### src/verilog/axi_xbar_pkg.sv
package axi_xbar_pkg;

    localparam int num_masters = 3;
    localparam int num_slaves  = 3;
    localparam int mtag_w      = 2;             // master index carried in the upper sid bits
    localparam int id_w        = 4;
    localparam int sid_w       = id_w + mtag_w;
    localparam int addr_w      = 32;
    localparam int data_w      = 32;
    localparam int len_w       = 8;
    localparam int sel_lsb     = 28;            // addr[29:28] selects the slave
    localparam int sidx_w      = $clog2(num_slaves);
    localparam int fifo_aw     = 1;             // two entries per fifo

    typedef logic [id_w-1:0]   id_t;
    typedef logic [sid_w-1:0]  sid_t;
    typedef logic [addr_w-1:0] addr_t;
    typedef logic [data_w-1:0] data_t;
    typedef logic [len_w-1:0]  len_t;
    typedef logic [1:0]        resp_t;
    typedef logic [mtag_w-1:0] mtag_t;
    typedef logic [sidx_w-1:0] sidx_t;

    localparam resp_t resp_okay = 2'b00;

    // master side read address
    typedef struct packed {
        id_t        id;
        addr_t      addr;
        len_t       len;
        logic [2:0] size;
        logic [1:0] burst;
    } ar_req_t;

    // slave side read address, id widened by the master tag
    typedef struct packed {
        sid_t       sid;
        addr_t      addr;
        len_t       len;
        logic [2:0] size;
        logic [1:0] burst;
    } s_ar_req_t;

    typedef struct packed {
        id_t   id;
        data_t data;
        resp_t resp;
        logic  last;
    } r_beat_t;

    typedef struct packed {
        sid_t  sid;
        data_t data;
        resp_t resp;
        logic  last;
    } s_r_beat_t;

endpackage

### src/verilog/axi_fifo_sync.sv
`timescale 1ns/1ps

module axi_fifo_sync #(
    parameter int width = 8,
    parameter int aw    = 1        // depth is 2**aw
) (
    input  logic             axi_clk,
    input  logic             reset,
    input  logic             wr_valid,
    output logic             wr_ready,
    input  logic [width-1:0] wr_data,
    output logic             rd_valid,
    input  logic             rd_ready,
    output logic [width-1:0] rd_data
);

    localparam int depth = 1 << aw;

    logic [width-1:0] mem [depth];
    logic [aw-1:0]    wr_ptr;
    logic [aw-1:0]    rd_ptr;
    logic [aw:0]      count;       // msb set means full
    logic             push;
    logic             pop;

    // a full fifo still takes a word when the head leaves in the same cycle
    assign wr_ready = !count[aw] || rd_ready;
    assign rd_valid = (count != '0);
    assign rd_data  = mem[rd_ptr];

    assign push = wr_valid && wr_ready;
    assign pop  = rd_valid && rd_ready;

    always_ff @(posedge axi_clk) begin
        if (reset) begin
            wr_ptr <= '0;
            rd_ptr <= '0;
            count  <= '0;
        end else begin
            if (push)
                wr_ptr <= wr_ptr + 1'b1;
            if (pop)
                rd_ptr <= rd_ptr + 1'b1;
            case ({push, pop})
                2'b10:   count <= count + 1'b1;
                2'b01:   count <= count - 1'b1;
                default: count <= count;        // idle or pass through
            endcase
        end
    end

    always_ff @(posedge axi_clk) begin
        if (push)
            mem[wr_ptr] <= wr_data;
    end

    // a refused write leaves only the pop to move the count
    assert property (@(posedge axi_clk) disable iff (reset)
        wr_valid && !wr_ready |=> count == $past(count) - $past(pop));

endmodule

### src/verilog/ar_arbiter.sv
`timescale 1ns/1ps

module ar_arbiter (
    input  logic                                 axi_clk,
    input  logic                                 reset,
    input  axi_xbar_pkg::ar_req_t                req [axi_xbar_pkg::num_masters],
    input  logic [axi_xbar_pkg::num_masters-1:0] req_valid,
    output logic [axi_xbar_pkg::num_masters-1:0] req_pop,
    output axi_xbar_pkg::s_ar_req_t              s_ar,
    output logic                                 s_arvalid,
    input  logic                                 s_arready
);
    import axi_xbar_pkg::*;

    mtag_t                  last_q;         // winner of the previous handshake
    logic                   locked_q;       // grant shown, slave not ready yet
    mtag_t                  locked_idx_q;
    mtag_t                  pick;
    logic                   pick_valid;
    mtag_t                  win;
    logic [num_masters-1:0] grant;
    logic                   s_hs;

    // first valid master after the last winner, nearest one assigned last
    always_comb begin
        pick       = last_q;
        pick_valid = 1'b0;
        for (int k = num_masters; k >= 1; k--) begin
            if (req_valid[(int'(last_q) + k) % num_masters]) begin
                pick       = mtag_t'((int'(last_q) + k) % num_masters);
                pick_valid = 1'b1;
            end
        end
    end

    assign win       = locked_q ? locked_idx_q : pick;
    assign s_arvalid = locked_q || pick_valid;
    assign s_hs      = s_arvalid && s_arready;

    always_comb begin
        for (int m = 0; m < num_masters; m++) begin
            grant[m]   = s_arvalid && (win == mtag_t'(m));
            req_pop[m] = grant[m] && s_arready;
        end
    end

    always_comb begin
        s_ar.sid   = {win, req[win].id};    // tag goes on top of the master id
        s_ar.addr  = req[win].addr;
        s_ar.len   = req[win].len;
        s_ar.size  = req[win].size;
        s_ar.burst = req[win].burst;
    end

    always_ff @(posedge axi_clk) begin
        if (reset) begin
            last_q       <= mtag_t'(num_masters - 1);   // master 0 goes first
            locked_q     <= 1'b0;
            locked_idx_q <= '0;
        end else if (s_hs) begin
            last_q   <= win;
            locked_q <= 1'b0;
        end else if (s_arvalid) begin
            locked_q     <= 1'b1;
            locked_idx_q <= win;
        end
    end

    // one grant at most and only to a requesting master
    assert property (@(posedge axi_clk) disable iff (reset)
        $onehot0(grant) && (grant & ~req_valid) == '0);

    // round robin bound, counted in handshakes won by other masters
    for (genvar m = 0; m < num_masters; m++) begin : g_fair
        mtag_t skips;

        always_ff @(posedge axi_clk) begin
            if (reset || !req_valid[m] || req_pop[m])
                skips <= '0;
            else if (s_hs && skips != '1)
                skips <= skips + 1'b1;
        end

        assert property (@(posedge axi_clk) disable iff (reset) skips < num_masters);
    end

endmodule

### src/verilog/r_return_arbiter.sv
`timescale 1ns/1ps

module r_return_arbiter #(
    parameter int master_idx = 0
) (
    input  logic                                axi_clk,
    input  logic                                reset,
    input  axi_xbar_pkg::s_r_beat_t             s_r [axi_xbar_pkg::num_slaves],
    input  logic [axi_xbar_pkg::num_slaves-1:0] s_rvalid,
    output logic [axi_xbar_pkg::num_slaves-1:0] s_rready,
    output axi_xbar_pkg::r_beat_t               m_r,
    output logic                                m_rvalid,
    input  logic                                m_rready
);
    import axi_xbar_pkg::*;

    logic [num_slaves-1:0] hit;         // slave has a beat tagged for this master
    sidx_t                 last_q;      // slave of the last finished burst
    logic                  locked_q;
    sidx_t                 lock_idx_q;
    sidx_t                 pick;
    logic                  pick_valid;
    sidx_t                 sel;
    logic                  m_hs;

    always_comb begin
        for (int s = 0; s < num_slaves; s++) begin
            hit[s] = s_rvalid[s] && (s_r[s].sid[sid_w-1 -: mtag_w] == mtag_t'(master_idx));
        end
    end

    always_comb begin
        pick       = last_q;
        pick_valid = 1'b0;
        for (int k = num_slaves; k >= 1; k--) begin
            if (hit[(int'(last_q) + k) % num_slaves]) begin
                pick       = sidx_t'((int'(last_q) + k) % num_slaves);
                pick_valid = 1'b1;
            end
        end
    end

    assign sel      = locked_q ? lock_idx_q : pick;
    assign m_rvalid = locked_q ? hit[lock_idx_q] : pick_valid;
    assign m_hs     = m_rvalid && m_rready;

    always_comb begin
        m_r.id   = s_r[sel].sid[id_w-1:0];  // master tag stripped
        m_r.data = s_r[sel].data;
        m_r.resp = s_r[sel].resp;
        m_r.last = s_r[sel].last;
    end

    always_comb begin
        for (int s = 0; s < num_slaves; s++) begin
            s_rready[s] = m_rready && m_rvalid && (sel == sidx_t'(s));
        end
    end

    // lock taken as soon as a beat is offered, so m_r holds while the fifo is full
    always_ff @(posedge axi_clk) begin
        if (reset) begin
            last_q     <= sidx_t'(num_slaves - 1);
            locked_q   <= 1'b0;
            lock_idx_q <= '0;
        end else if (m_rvalid) begin
            lock_idx_q <= sel;
            locked_q   <= !(m_hs && m_r.last);
            if (m_hs && m_r.last)
                last_q <= sel;                  // burst done, rotate
        end
    end

    // no interleaving of bursts from two slaves
    assert property (@(posedge axi_clk) disable iff (reset)
        locked_q && !(m_hs && m_r.last) |=> locked_q && $stable(lock_idx_q));

endmodule

### src/verilog/axi_xbar.sv
`timescale 1ns/1ps

module axi_xbar (
    input  logic                                 axi_clk,
    input  logic                                 reset,
    input  axi_xbar_pkg::ar_req_t                m_ar [axi_xbar_pkg::num_masters],
    input  logic [axi_xbar_pkg::num_masters-1:0] m_arvalid,
    output logic [axi_xbar_pkg::num_masters-1:0] m_arready,
    output axi_xbar_pkg::r_beat_t                m_r [axi_xbar_pkg::num_masters],
    output logic [axi_xbar_pkg::num_masters-1:0] m_rvalid,
    input  logic [axi_xbar_pkg::num_masters-1:0] m_rready,
    output axi_xbar_pkg::s_ar_req_t              s_ar [axi_xbar_pkg::num_slaves],
    output logic [axi_xbar_pkg::num_slaves-1:0]  s_arvalid,
    input  logic [axi_xbar_pkg::num_slaves-1:0]  s_arready,
    input  axi_xbar_pkg::s_r_beat_t              s_r [axi_xbar_pkg::num_slaves],
    input  logic [axi_xbar_pkg::num_slaves-1:0]  s_rvalid,
    output logic [axi_xbar_pkg::num_slaves-1:0]  s_rready
);
    import axi_xbar_pkg::*;

    ar_req_t                ar_head [num_masters];        // ar fifo outputs
    logic [num_masters-1:0] ar_head_valid;
    logic [num_masters-1:0] ar_pop;
    logic [num_masters-1:0] slv_req_valid [num_slaves];   // heads decoded per slave
    logic [num_masters-1:0] slv_pop [num_slaves];
    r_beat_t                r_push [num_masters];
    logic [num_masters-1:0] r_push_valid;
    logic [num_masters-1:0] r_push_ready;
    logic [num_slaves-1:0]  mst_rready [num_masters];

    always_comb begin
        for (int s = 0; s < num_slaves; s++) begin
            for (int m = 0; m < num_masters; m++) begin
                slv_req_valid[s][m] = ar_head_valid[m] &&
                    (ar_head[m].addr[sel_lsb +: sidx_w] == sidx_t'(s));
            end
        end
    end

    always_comb begin
        ar_pop = '0;
        for (int s = 0; s < num_slaves; s++)
            ar_pop = ar_pop | slv_pop[s];
    end

    // only the master named in the rid tag drives a slave's rready
    always_comb begin
        s_rready = '0;
        for (int m = 0; m < num_masters; m++)
            s_rready = s_rready | mst_rready[m];
    end

    for (genvar m = 0; m < num_masters; m++) begin : g_master
        axi_fifo_sync #(.width($bits(ar_req_t)), .aw(fifo_aw)) u_ar_fifo (
            .axi_clk  (axi_clk),
            .reset    (reset),
            .wr_valid (m_arvalid[m]),
            .wr_ready (m_arready[m]),
            .wr_data  (m_ar[m]),
            .rd_valid (ar_head_valid[m]),
            .rd_ready (ar_pop[m]),
            .rd_data  (ar_head[m])
        );

        r_return_arbiter #(.master_idx(m)) u_r_arb (
            .axi_clk  (axi_clk),
            .reset    (reset),
            .s_r      (s_r),
            .s_rvalid (s_rvalid),
            .s_rready (mst_rready[m]),
            .m_r      (r_push[m]),
            .m_rvalid (r_push_valid[m]),
            .m_rready (r_push_ready[m])
        );

        axi_fifo_sync #(.width($bits(r_beat_t)), .aw(fifo_aw)) u_r_fifo (
            .axi_clk  (axi_clk),
            .reset    (reset),
            .wr_valid (r_push_valid[m]),
            .wr_ready (r_push_ready[m]),
            .wr_data  (r_push[m]),
            .rd_valid (m_rvalid[m]),
            .rd_ready (m_rready[m]),
            .rd_data  (m_r[m])
        );

        // select 3 has no slave, such a head would never leave the fifo
        assert property (@(posedge axi_clk) disable iff (reset)
            ar_head_valid[m] |-> ar_head[m].addr[sel_lsb +: sidx_w] != sidx_t'(num_slaves));
    end

    for (genvar s = 0; s < num_slaves; s++) begin : g_slave
        ar_arbiter u_ar_arb (
            .axi_clk   (axi_clk),
            .reset     (reset),
            .req       (ar_head),
            .req_valid (slv_req_valid[s]),
            .req_pop   (slv_pop[s]),
            .s_ar      (s_ar[s]),
            .s_arvalid (s_arvalid[s]),
            .s_arready (s_arready[s])
        );
    end

endmodule

### config.mk
export PLATFORM = sky130hd
export DESIGN_NAME = axi_xbar
export DESIGN_NICKNAME = d
export VERILOG_FILES = /design/src/verilog/axi_xbar_pkg.sv /design/src/verilog/axi_fifo_sync.sv /design/src/verilog/ar_arbiter.sv /design/src/verilog/r_return_arbiter.sv /design/src/verilog/axi_xbar.sv
export SDC_FILE = /design/constraint.sdc
export NUM_CORES = 1
export LEC_CHECK = 0
export ABC_CLOCK_PERIOD_IN_PS = 4700
export BUFFER_PORTS_ARGS = -buffer_cell sky130_fd_sc_hd__buf_2
export CELL_PAD_IN_SITES_DETAIL_PLACEMENT = 0
export CELL_PAD_IN_SITES_GLOBAL_PLACEMENT = 2
export CORE_AREA = 2 2 303 305
export CTS_CLUSTER_SIZE = 28
export DETAILED_ROUTE_END_ITERATION = 8
export DIE_AREA = 0 0 305 307
export GPL_TIMING_DRIVEN = 0
export MAX_ROUTING_LAYER = met4
export PLACE_DENSITY = 0.82
export SLEW_MARGIN = 0
export SYNTH_ARGS = -nofsm -noshare
export SYNTH_HDL_FRONTEND = slang
export SYNTH_SLANG_ARGS = --single-unit
### constraint.sdc
create_clock -name axi_clk -period 4.7 [get_ports axi_clk]
set_input_delay 0.235 -clock axi_clk [delete_from_list [all_inputs] [get_ports axi_clk]]
set_output_delay 0.235 -clock axi_clk [all_outputs]
set_load 0.02 [all_outputs]
# == Word level (Yosys, flattened, before mapping) ==
# Memories as Yosys holds them, arrays and structs flattened. A register that Yosys moved wholly into a read port is not among the register bits.
# Cells that the tools add are included.
# op_classes
addsub,42
n_div,18
n_lt_le_gt_ge,27
eq_ne,36
n_mux,153
bitwise_logic,13
n_reduce_logical,114
# ops
cell,count
"32-bit by 4-bit less-than comparator with 1-bit output, second input constant",18
"32-bit by 3-bit modulo with 32-bit output, second input constant",18
49-bit binary-select mux with 2-bit select,3
49-bit 2-to-1 mux,6
41-bit binary-select mux with 2-bit select,3
39-bit 2-to-1 mux,6
1-bit 2-to-1 mux,84
1-bit logical AND,63
2-bit 2-to-1 mux,24
1-bit binary-select mux with 2-bit select,21
"2-bit by 2-bit adder with 3-bit output, second input constant",12
"2-bit by 1-bit == test with 1-bit output, second input constant",18
"2-bit == test, second input constant",18
2-bit zero test,12
2-bit case mux with 2 select lines,6
2-bit nonzero test,12
"2-bit by 1-bit adder with 3-bit output, second input constant",6
"3-bit greater-or-equal comparator, second input constant",6
2-bit inverter with 3-bit output,6
"1-bit adder, second input constant",12
"2-bit by 1-bit adder with 2-bit output, second input constant",6
3-bit bitwise OR,4
2-bit AND reduction,6
"2-bit by 1-bit subtractor with 2-bit output, second input constant",6
other kinds (5),27
# totals
ff_bits,54
ramBits,528
inputBits,284
output_inout_bits,282
n_memories,6
# mem_list
memory,depth,word_bits,rd,rd_ports_with_merged_regs,wr,line_no,rtl
g_master[0].u_ar_fifo.mem,2,49,1,1,1,axi_fifo_sync.sv:19,logic [width-1:0] mem [depth];
g_master[1].u_ar_fifo.mem,2,49,1,1,1,axi_fifo_sync.sv:19,
g_master[2].u_ar_fifo.mem,2,49,1,1,1,axi_fifo_sync.sv:19,
g_master[0].u_r_fifo.mem,2,39,1,1,1,axi_fifo_sync.sv:19,
g_master[1].u_r_fifo.mem,2,39,1,1,1,axi_fifo_sync.sv:19,
g_master[2].u_r_fifo.mem,2,39,1,1,1,axi_fifo_sync.sv:19,

# == Logic depth before layout (Yosys ltp) ==
# depth
word_depth,18
mapped_depth,17
mapped_depth_nobuf,15

# == Hierarchy ==
# Synthesis repeated with hierarchy kept, for this count alone.
# unflattened
cells_unflattened,2140
hier_area_um2,29233.0
# by_module_without_submodules
module,n_inst,cells_each,area_per_inst_um2,seq_area_each_um2
axi_fifo_sync (g_master[0].u_ar_fifo ...),3,176,3747.3,3042.9
axi_fifo_sync (g_master[0].u_r_fifo ...),3,145,3026.7,2442.3
ar_arbiter,3,182,1566.5,100.1
r_return_arbiter (g_master[1].u_r_arb ...),2,203,1358.8,100.1
r_return_arbiter (g_master[0].u_r_arb),1,210,1381.3,100.1
axi_xbar,1,15,112.6,0.0

# == Worst setup path before layout ==
# OpenSTA, ideal clock, no wires.
# synth_timing
path_type,register to register
startpoint,reg g_slave[2].u_ar_arb.last_q[0]
endpoint,"mem g_master[0].u_ar_fifo.mem[1][0] (netlist bit), enable pin"
t_arrival_ps,4648
required_ps,4244
path_slack_ps,-404
stages_incl_launch_ff,13
cell_sequence,dfxtp_1 -> inv_1 -> ha_1 -> buf_1 -> nand2b_1 -> nor4_1 -> nor4_2 -> o31ai_1 -> a22oi_2 -> inv_2 -> o32ai_4 -> nor3b_2 -> nor2_1
# synth_between
elab_chain_cells,17
word_cells_on_any_way,31
cone_classes,3 x add/sub; 3 x div; 18 x mux; 1 x bitwise; 6 x reduce/logical
# synth_rtl
item,line_no,rtl
start: declaration,ar_arbiter.sv:15,mtag_t last_q;
start signal: assignment,ar_arbiter.sv:57,last_q <= mtag_t'(num_masters - 1);
start signal: assignment,ar_arbiter.sv:61,last_q <= win;
2-bit by 2-bit adder with 3-bit output,"ar_arbiter.sv:29, ar_arbiter.sv:30",
32-bit by 3-bit modulo with 32-bit output,"ar_arbiter.sv:29, ar_arbiter.sv:30",
1-bit binary-select mux with 2-bit select,ar_arbiter.sv:29,if (req_valid[(int'(last_q) + k) % num_masters]) begin
1-bit 2-to-1 mux (implied by the code) (2 in a row),ar_arbiter.sv:29,
2-bit 2-to-1 mux (3 in a row),ar_arbiter.sv:29,
2-bit 2-to-1 mux,ar_arbiter.sv:36,assign win = locked_q ? locked_idx_q : pick;
2-bit zero test,ar_arbiter.sv:42,grant[m] = s_arvalid && (win == mtag_t'(m));
1-bit logical AND *,ar_arbiter.sv:42,
1-bit logical AND *,ar_arbiter.sv:43,req_pop[m] = grant[m] && s_arready;
3-bit bitwise OR *,axi_xbar.sv:43,ar_pop = ar_pop | slv_pop[s];
1-bit logical OR *,axi_fifo_sync.sv:27,assign wr_ready = !count[aw] || rd_ready;
1-bit logical AND *,axi_fifo_sync.sv:31,assign push = wr_valid && wr_ready;
1-bit 2-to-1 mux *,axi_fifo_sync.sv:53,if (push)
1-bit 2-to-1 mux (implied by the code) *,axi_fifo_sync.sv:54,mem[wr_ptr] <= wr_data;
end: declaration,axi_fifo_sync.sv:19,
# Mark *: on every way between the ends. The rest lies on a longest branch, timed or not. The select of a mux whose other input is x is not followed.

==> summary by stage <==
Cells and area
From synthesis to final layout, the design area changed by 31.94%. The filler cells instantiated in the layout total about 8600. In the final layout, the multi-input gates occupy between 10000 and 15000 um^2.

The finished layout holds between 4000 and 5000 standard cells, fillers aside. The number of nets in the finished design is 3737. The share of cells above drive strength 1 is 27.85%. In the final layout, flip-flops and latches occupy around 17000 um^2.

Logic synthesis
The instance count of the mapped netlist is ~2600. The most used flip-flop cell after synthesis is edfxtp_1. A synthesized cell averages around 12 um^2.

After Yosys synthesis, and, or, nand and nor cells account for a little over a tenth of the synthesized area. Of the synthesized area, sequential elements account for 57.78%. The combinational family with the most area after synthesis is multiplexers. The netlist uses 100 different library cells.

The number of flip-flops and latches in the synthesized netlist is between 500 and 600. The number of enable-type register cells in the synthesized netlist is between 500 and 600. The synthesis warning total is 0. For this run, asynchronously set or reset flops after synthesis account for 0%. The mux share of post-synthesis cell area is about 15%. The adder and majority cell fraction of the synthesized area is less than 1%.

Sorting the synthesized cells by area gives the leading types as edfxtp_1, mux2i_1, mux2_2. The area fraction of the dominant cell type after synthesis is between 50% and 60%. Summing the areas of all compound-gate instances in the mapped netlist gives approximately 12% of the synthesized area.

The largest total area in the synthesized netlist belongs to edfxtp_1. The most frequently used cell type in the post-synthesis netlist is edfxtp_1. The synthesized net count is approximately 2900. The fraction of synthesized cell area in xor and xnor cells is less than 1%. By count the netlist is led by edfxtp_1, nand2_1, o21ai_0. The post-synthesis instance area is just under 30000 um^2.

Global routing
Entering global routing, the biggest net connects 29 pins. The via count of the first global-routing pass is around 25000. Global routing consumed, on the met1 layer, between 20% and 30% of the routing resources. The first global-routing pass estimated around 160000 um of wire. The initial antenna violation count is 13. The total global routing track utilization is a little under a quarter. Global routing finished with a remaining overflow of 0. The most heavily used metal layer in global routing is met2. The met3 global-route usage is ~5.7%.

The routing usage on met2 is 41.18%.

STA
Setup repair after global routing could not meet its margin everywhere. Setup violations remaining at the end of the flow were counted as 0. The routed design could run at a clock period as short as 4.549 ns. After layout, the worst path uses between 90% and 100% of the clock period.

On the final layout, the worst hold slack is about 0.032 ns. The total count of hold-check failures in the final report came to 0. The achievable clock frequency is 219.8 MHz. For the pin with the worst max-slew slack, the measured transition is roughly 1.1 ns. The final-report max-slew violation count is 0. Between clock sinks in the finished design, the worst skew comes to ~0.034 ns. The remaining max-slew budget at the tightest pin is about a quarter.

Drt
The number of design-rule violations left by the first detailed-router iteration is approximately 1900. The routed layout has between 20000 and 25000 vias. The routed length per instance is around 24 um. The number of design rule violations left after detail routing is 0.

The via density per instance is 5.198. The number of search-and-repair iterations in the first detailed-routing pass is 8. The routed design has 111800 um of wire. The count of nets left with antenna violations after detail routing is 0.

Place
Summed over all nets, the half-perimeter wirelength after detailed placement is between 80000 and 90000 um. In this run, placement finished with an instance count of 4328. At the end of routability-driven placement, the weighted congestion stood at 0.8579. Input and output buffers added on the ports amount to 560.

Setup path
STA classifies the critical path endpoint as a primary output. STA classifies the critical path startpoint as a flop. The critical path in this run is classified as reg -> out. For the worst flop-to-flop path, the logic depth is 16.

The slack of the worst reg-to-reg path is between 0.5 and 0.6 ns. At the worst endpoint, the required time is 4.47 ns. The arrival time of data at the critical path endpoint is 4.31 ns. The worst register-to-register path begins at g_slave[0].u_ar_arb.last_q[0]$_SDFFE_PP0P_. The reg-to-reg critical path endpoint is g_master[0].u_ar_fifo.count[1]$_SDFFE_PP0P_. Of all nets on the critical path, the largest fanout is 10.

Power
Across the VDD grid, the largest voltage drop is 572.6 uV. The power density relative to cell area is about 750 nW/um^2. For this design the static power due to leakage is about 15 nW. Summing internal, switching and leakage power gives just under 30 mW.

Floorplan
The starting utilization of the core area is around a third. The site row count is around 110. The die extent in x is just over 300 um. The floorplan step defined a core boundary enclosing about 90000 um^2. The I/O pin total is around 570.

The area of the die is around 94000 um^2. The vertical die dimension is between 300 and 400 um.

Clock tree
TritonCTS built the clock tree. For the worst-skew pair, the clock arrives at the later sink with an insertion delay of roughly 0.63 ns. In this run the deepest clock path goes through 3 buffers. TritonCTS created 69 clock buffers. The maximum level of the CTS H-tree is 3. The root buffer cell is clkbuf_16. The clock slew seen by the registers of the worst setup and hold paths is 0.06 ns. The count of clock tree sinks is between 500 and 600.

Hold path
The tightest min-delay check is of the in -> reg type. The worst hold path depth is 3. The capture endpoint of the worst hold path is g_master[2].u_ar_fifo.wr_ptr$_SDFFE_PP0P_. In this run the most critical hold path is launched from m_arvalid[2].

Flow run
The number of max-cap violations is 0.

Outcome
The run finished with clean final reports.
what timing repair did:
action	4_1_cts	5_1_grt
setup buffers	1	0
endpoints found under the hold margin	507	0
setup endpoints to repair	132	62
hold buffers	222	0
gates resized for setup	11	25
pin swaps	1	1
area by class of cell:
cell class | count | area share, %
plain buffers | 186 | 2.217
flip-flops and latches | 588 | 43.79
repair buffers | 801 | 13.96
diodes | 17 | 0.1092
clock inverters | 43 | 1.253
multi-input cells | 1751 | 29.81
well taps | 1186 | 3.810
inverters | 38 | 0.3662
clock buffers | 83 | 4.677
through the flow:
step | utilization [%] | instance area [um^2] | setup WS, ns | setup TNS [ns]
3_3_place_gp | 37.29 | 33820 | -3.425 | -953.27
5_1_grt | 42.94 | 38940 | -0.03178 | -0.03178
6_report | 42.95 | 38950 | 0.1512 | 0
2_1_floorplan | - | 29530 | -0.4043 | -39.59
4_1_cts | 42.87 | 38880 | 0.02495 | 0
3_5_place_dp | 37.83 | 34310 | -0.3426 | -3.226
worst max-delay path by stage:
stage                                          startpoint                                           to  slack (ns)  cells past startpoint
2_1_floorplan  g_slave[2].u_ar_arb.last_q[0]$_SDFFE_PP0P_    g_master[0].u_ar_fifo.mem[1][0]$_DFFE_PP_       -0.40                     12
3_3_place_gp   g_slave[2].u_ar_arb.last_q[0]$_SDFFE_PP0P_   g_master[0].u_ar_fifo.mem[1][38]$_DFFE_PP_       -3.42                     12
3_5_place_dp                                         flop  g_master[1].u_ar_fifo.count[1]$_SDFFE_PP0P_       -0.34                     12
4_1_cts        g_slave[0].u_ar_arb.last_q[0]$_SDFFE_PP0P_                                    s_ar[128]        0.02                     14
5_1_grt        g_slave[2].u_ar_arb.last_q[0]$_SDFFE_PP0P_                                     s_ar[19]       -0.03                     13
6_report                                             flop                                     s_ar[43]        0.15                     11
sequential cells by signal, indices dropped and copies added (netlist names), named ones only:
signal	count
g_master.u_ar_fifo.count	6
g_master.u_ar_fifo.mem	294
g_master.u_ar_fifo.rd_ptr	3
g_master.u_ar_fifo.wr_ptr	3
g_master.u_r_arb.last_q	6
g_master.u_r_arb.lock_idx_q	6
g_master.u_r_arb.locked_q	3
g_master.u_r_fifo.count	6
g_master.u_r_fifo.mem	234
g_master.u_r_fifo.rd_ptr	3
g_master.u_r_fifo.wr_ptr	3
g_slave.u_ar_arb.last_q	6
g_slave.u_ar_arb.locked_idx_q	6
g_slave.u_ar_arb.locked_q	3
critical path: stages, from the launching register on:
cell	delay (ns)
dfxtp_1	0.32
buf_6	0.16
mux2i_2	0.58
nand4_1	0.26
a21oi_4	0.29
a21oi_1	0.12
a31oi_4	0.24
buf_2	0.39
buf_1	0.78
nand2_1	0.11
o21ai_0	0.19
buf_2	0.23
metal layers:
layer / vias to the layer above / part of all wire (%)
met4: 0 / 2.8
li1: 11286 / -
met3: 168 / 7.6
met5: - / 0
met2: 991 / 50
met1: 11947 / 40
logic make-up (layout without fill, tap and decap cells):
logic type	after synthesis	after routing
AO/OA/AOI/OAI	600	600
XOR/XNOR	18	18
flip-flops	588	588
AND/OR/NAND/NOR	707	707
other	0	17
multiplexers	407	407
buffers and inverters	225	1151
adder cells (fa/ha/maj)	19	19
power breakdown:
part / internal (mW) / total [mW] / switching (mW)
Clock: 3.24 / 5.51 / 2.27
Sequential: 7.19 / 7.52 / 0.327
Combinational: 4.92 / 16.1 / 11.1
Total: 15.4 / 29.1 / 13.7
cells in the final DEF (no fill, tap or decap), drive strengths merged, types with 6 or more instances in the layout:
cell         instances
nor2b                7
clkinvlp             6
nand2              378
or2                  6
nand3b               9
a211o                6
xor2                 7
and2                 7
nor3                24
a22oi                8
a211oi              13
a21oi               43
dfxtp               60
nand3               10
clkinv              26
o31ai                9
a21o                 8
dlygate4sd3        222
xnor2               11
buf                644
nand2b              16
o21ai              377
o22ai               55
mux2i              233
o211ai              12
nor3b               10
bufinv               8
diode               17
nor2               184
clkbuf             203
nand4b               9
mux2               174
inv                 41
or3                  9
a31oi                8
edfxtp             528
ha                  18
No activity file was read; power rests on OpenSTA's default activity.
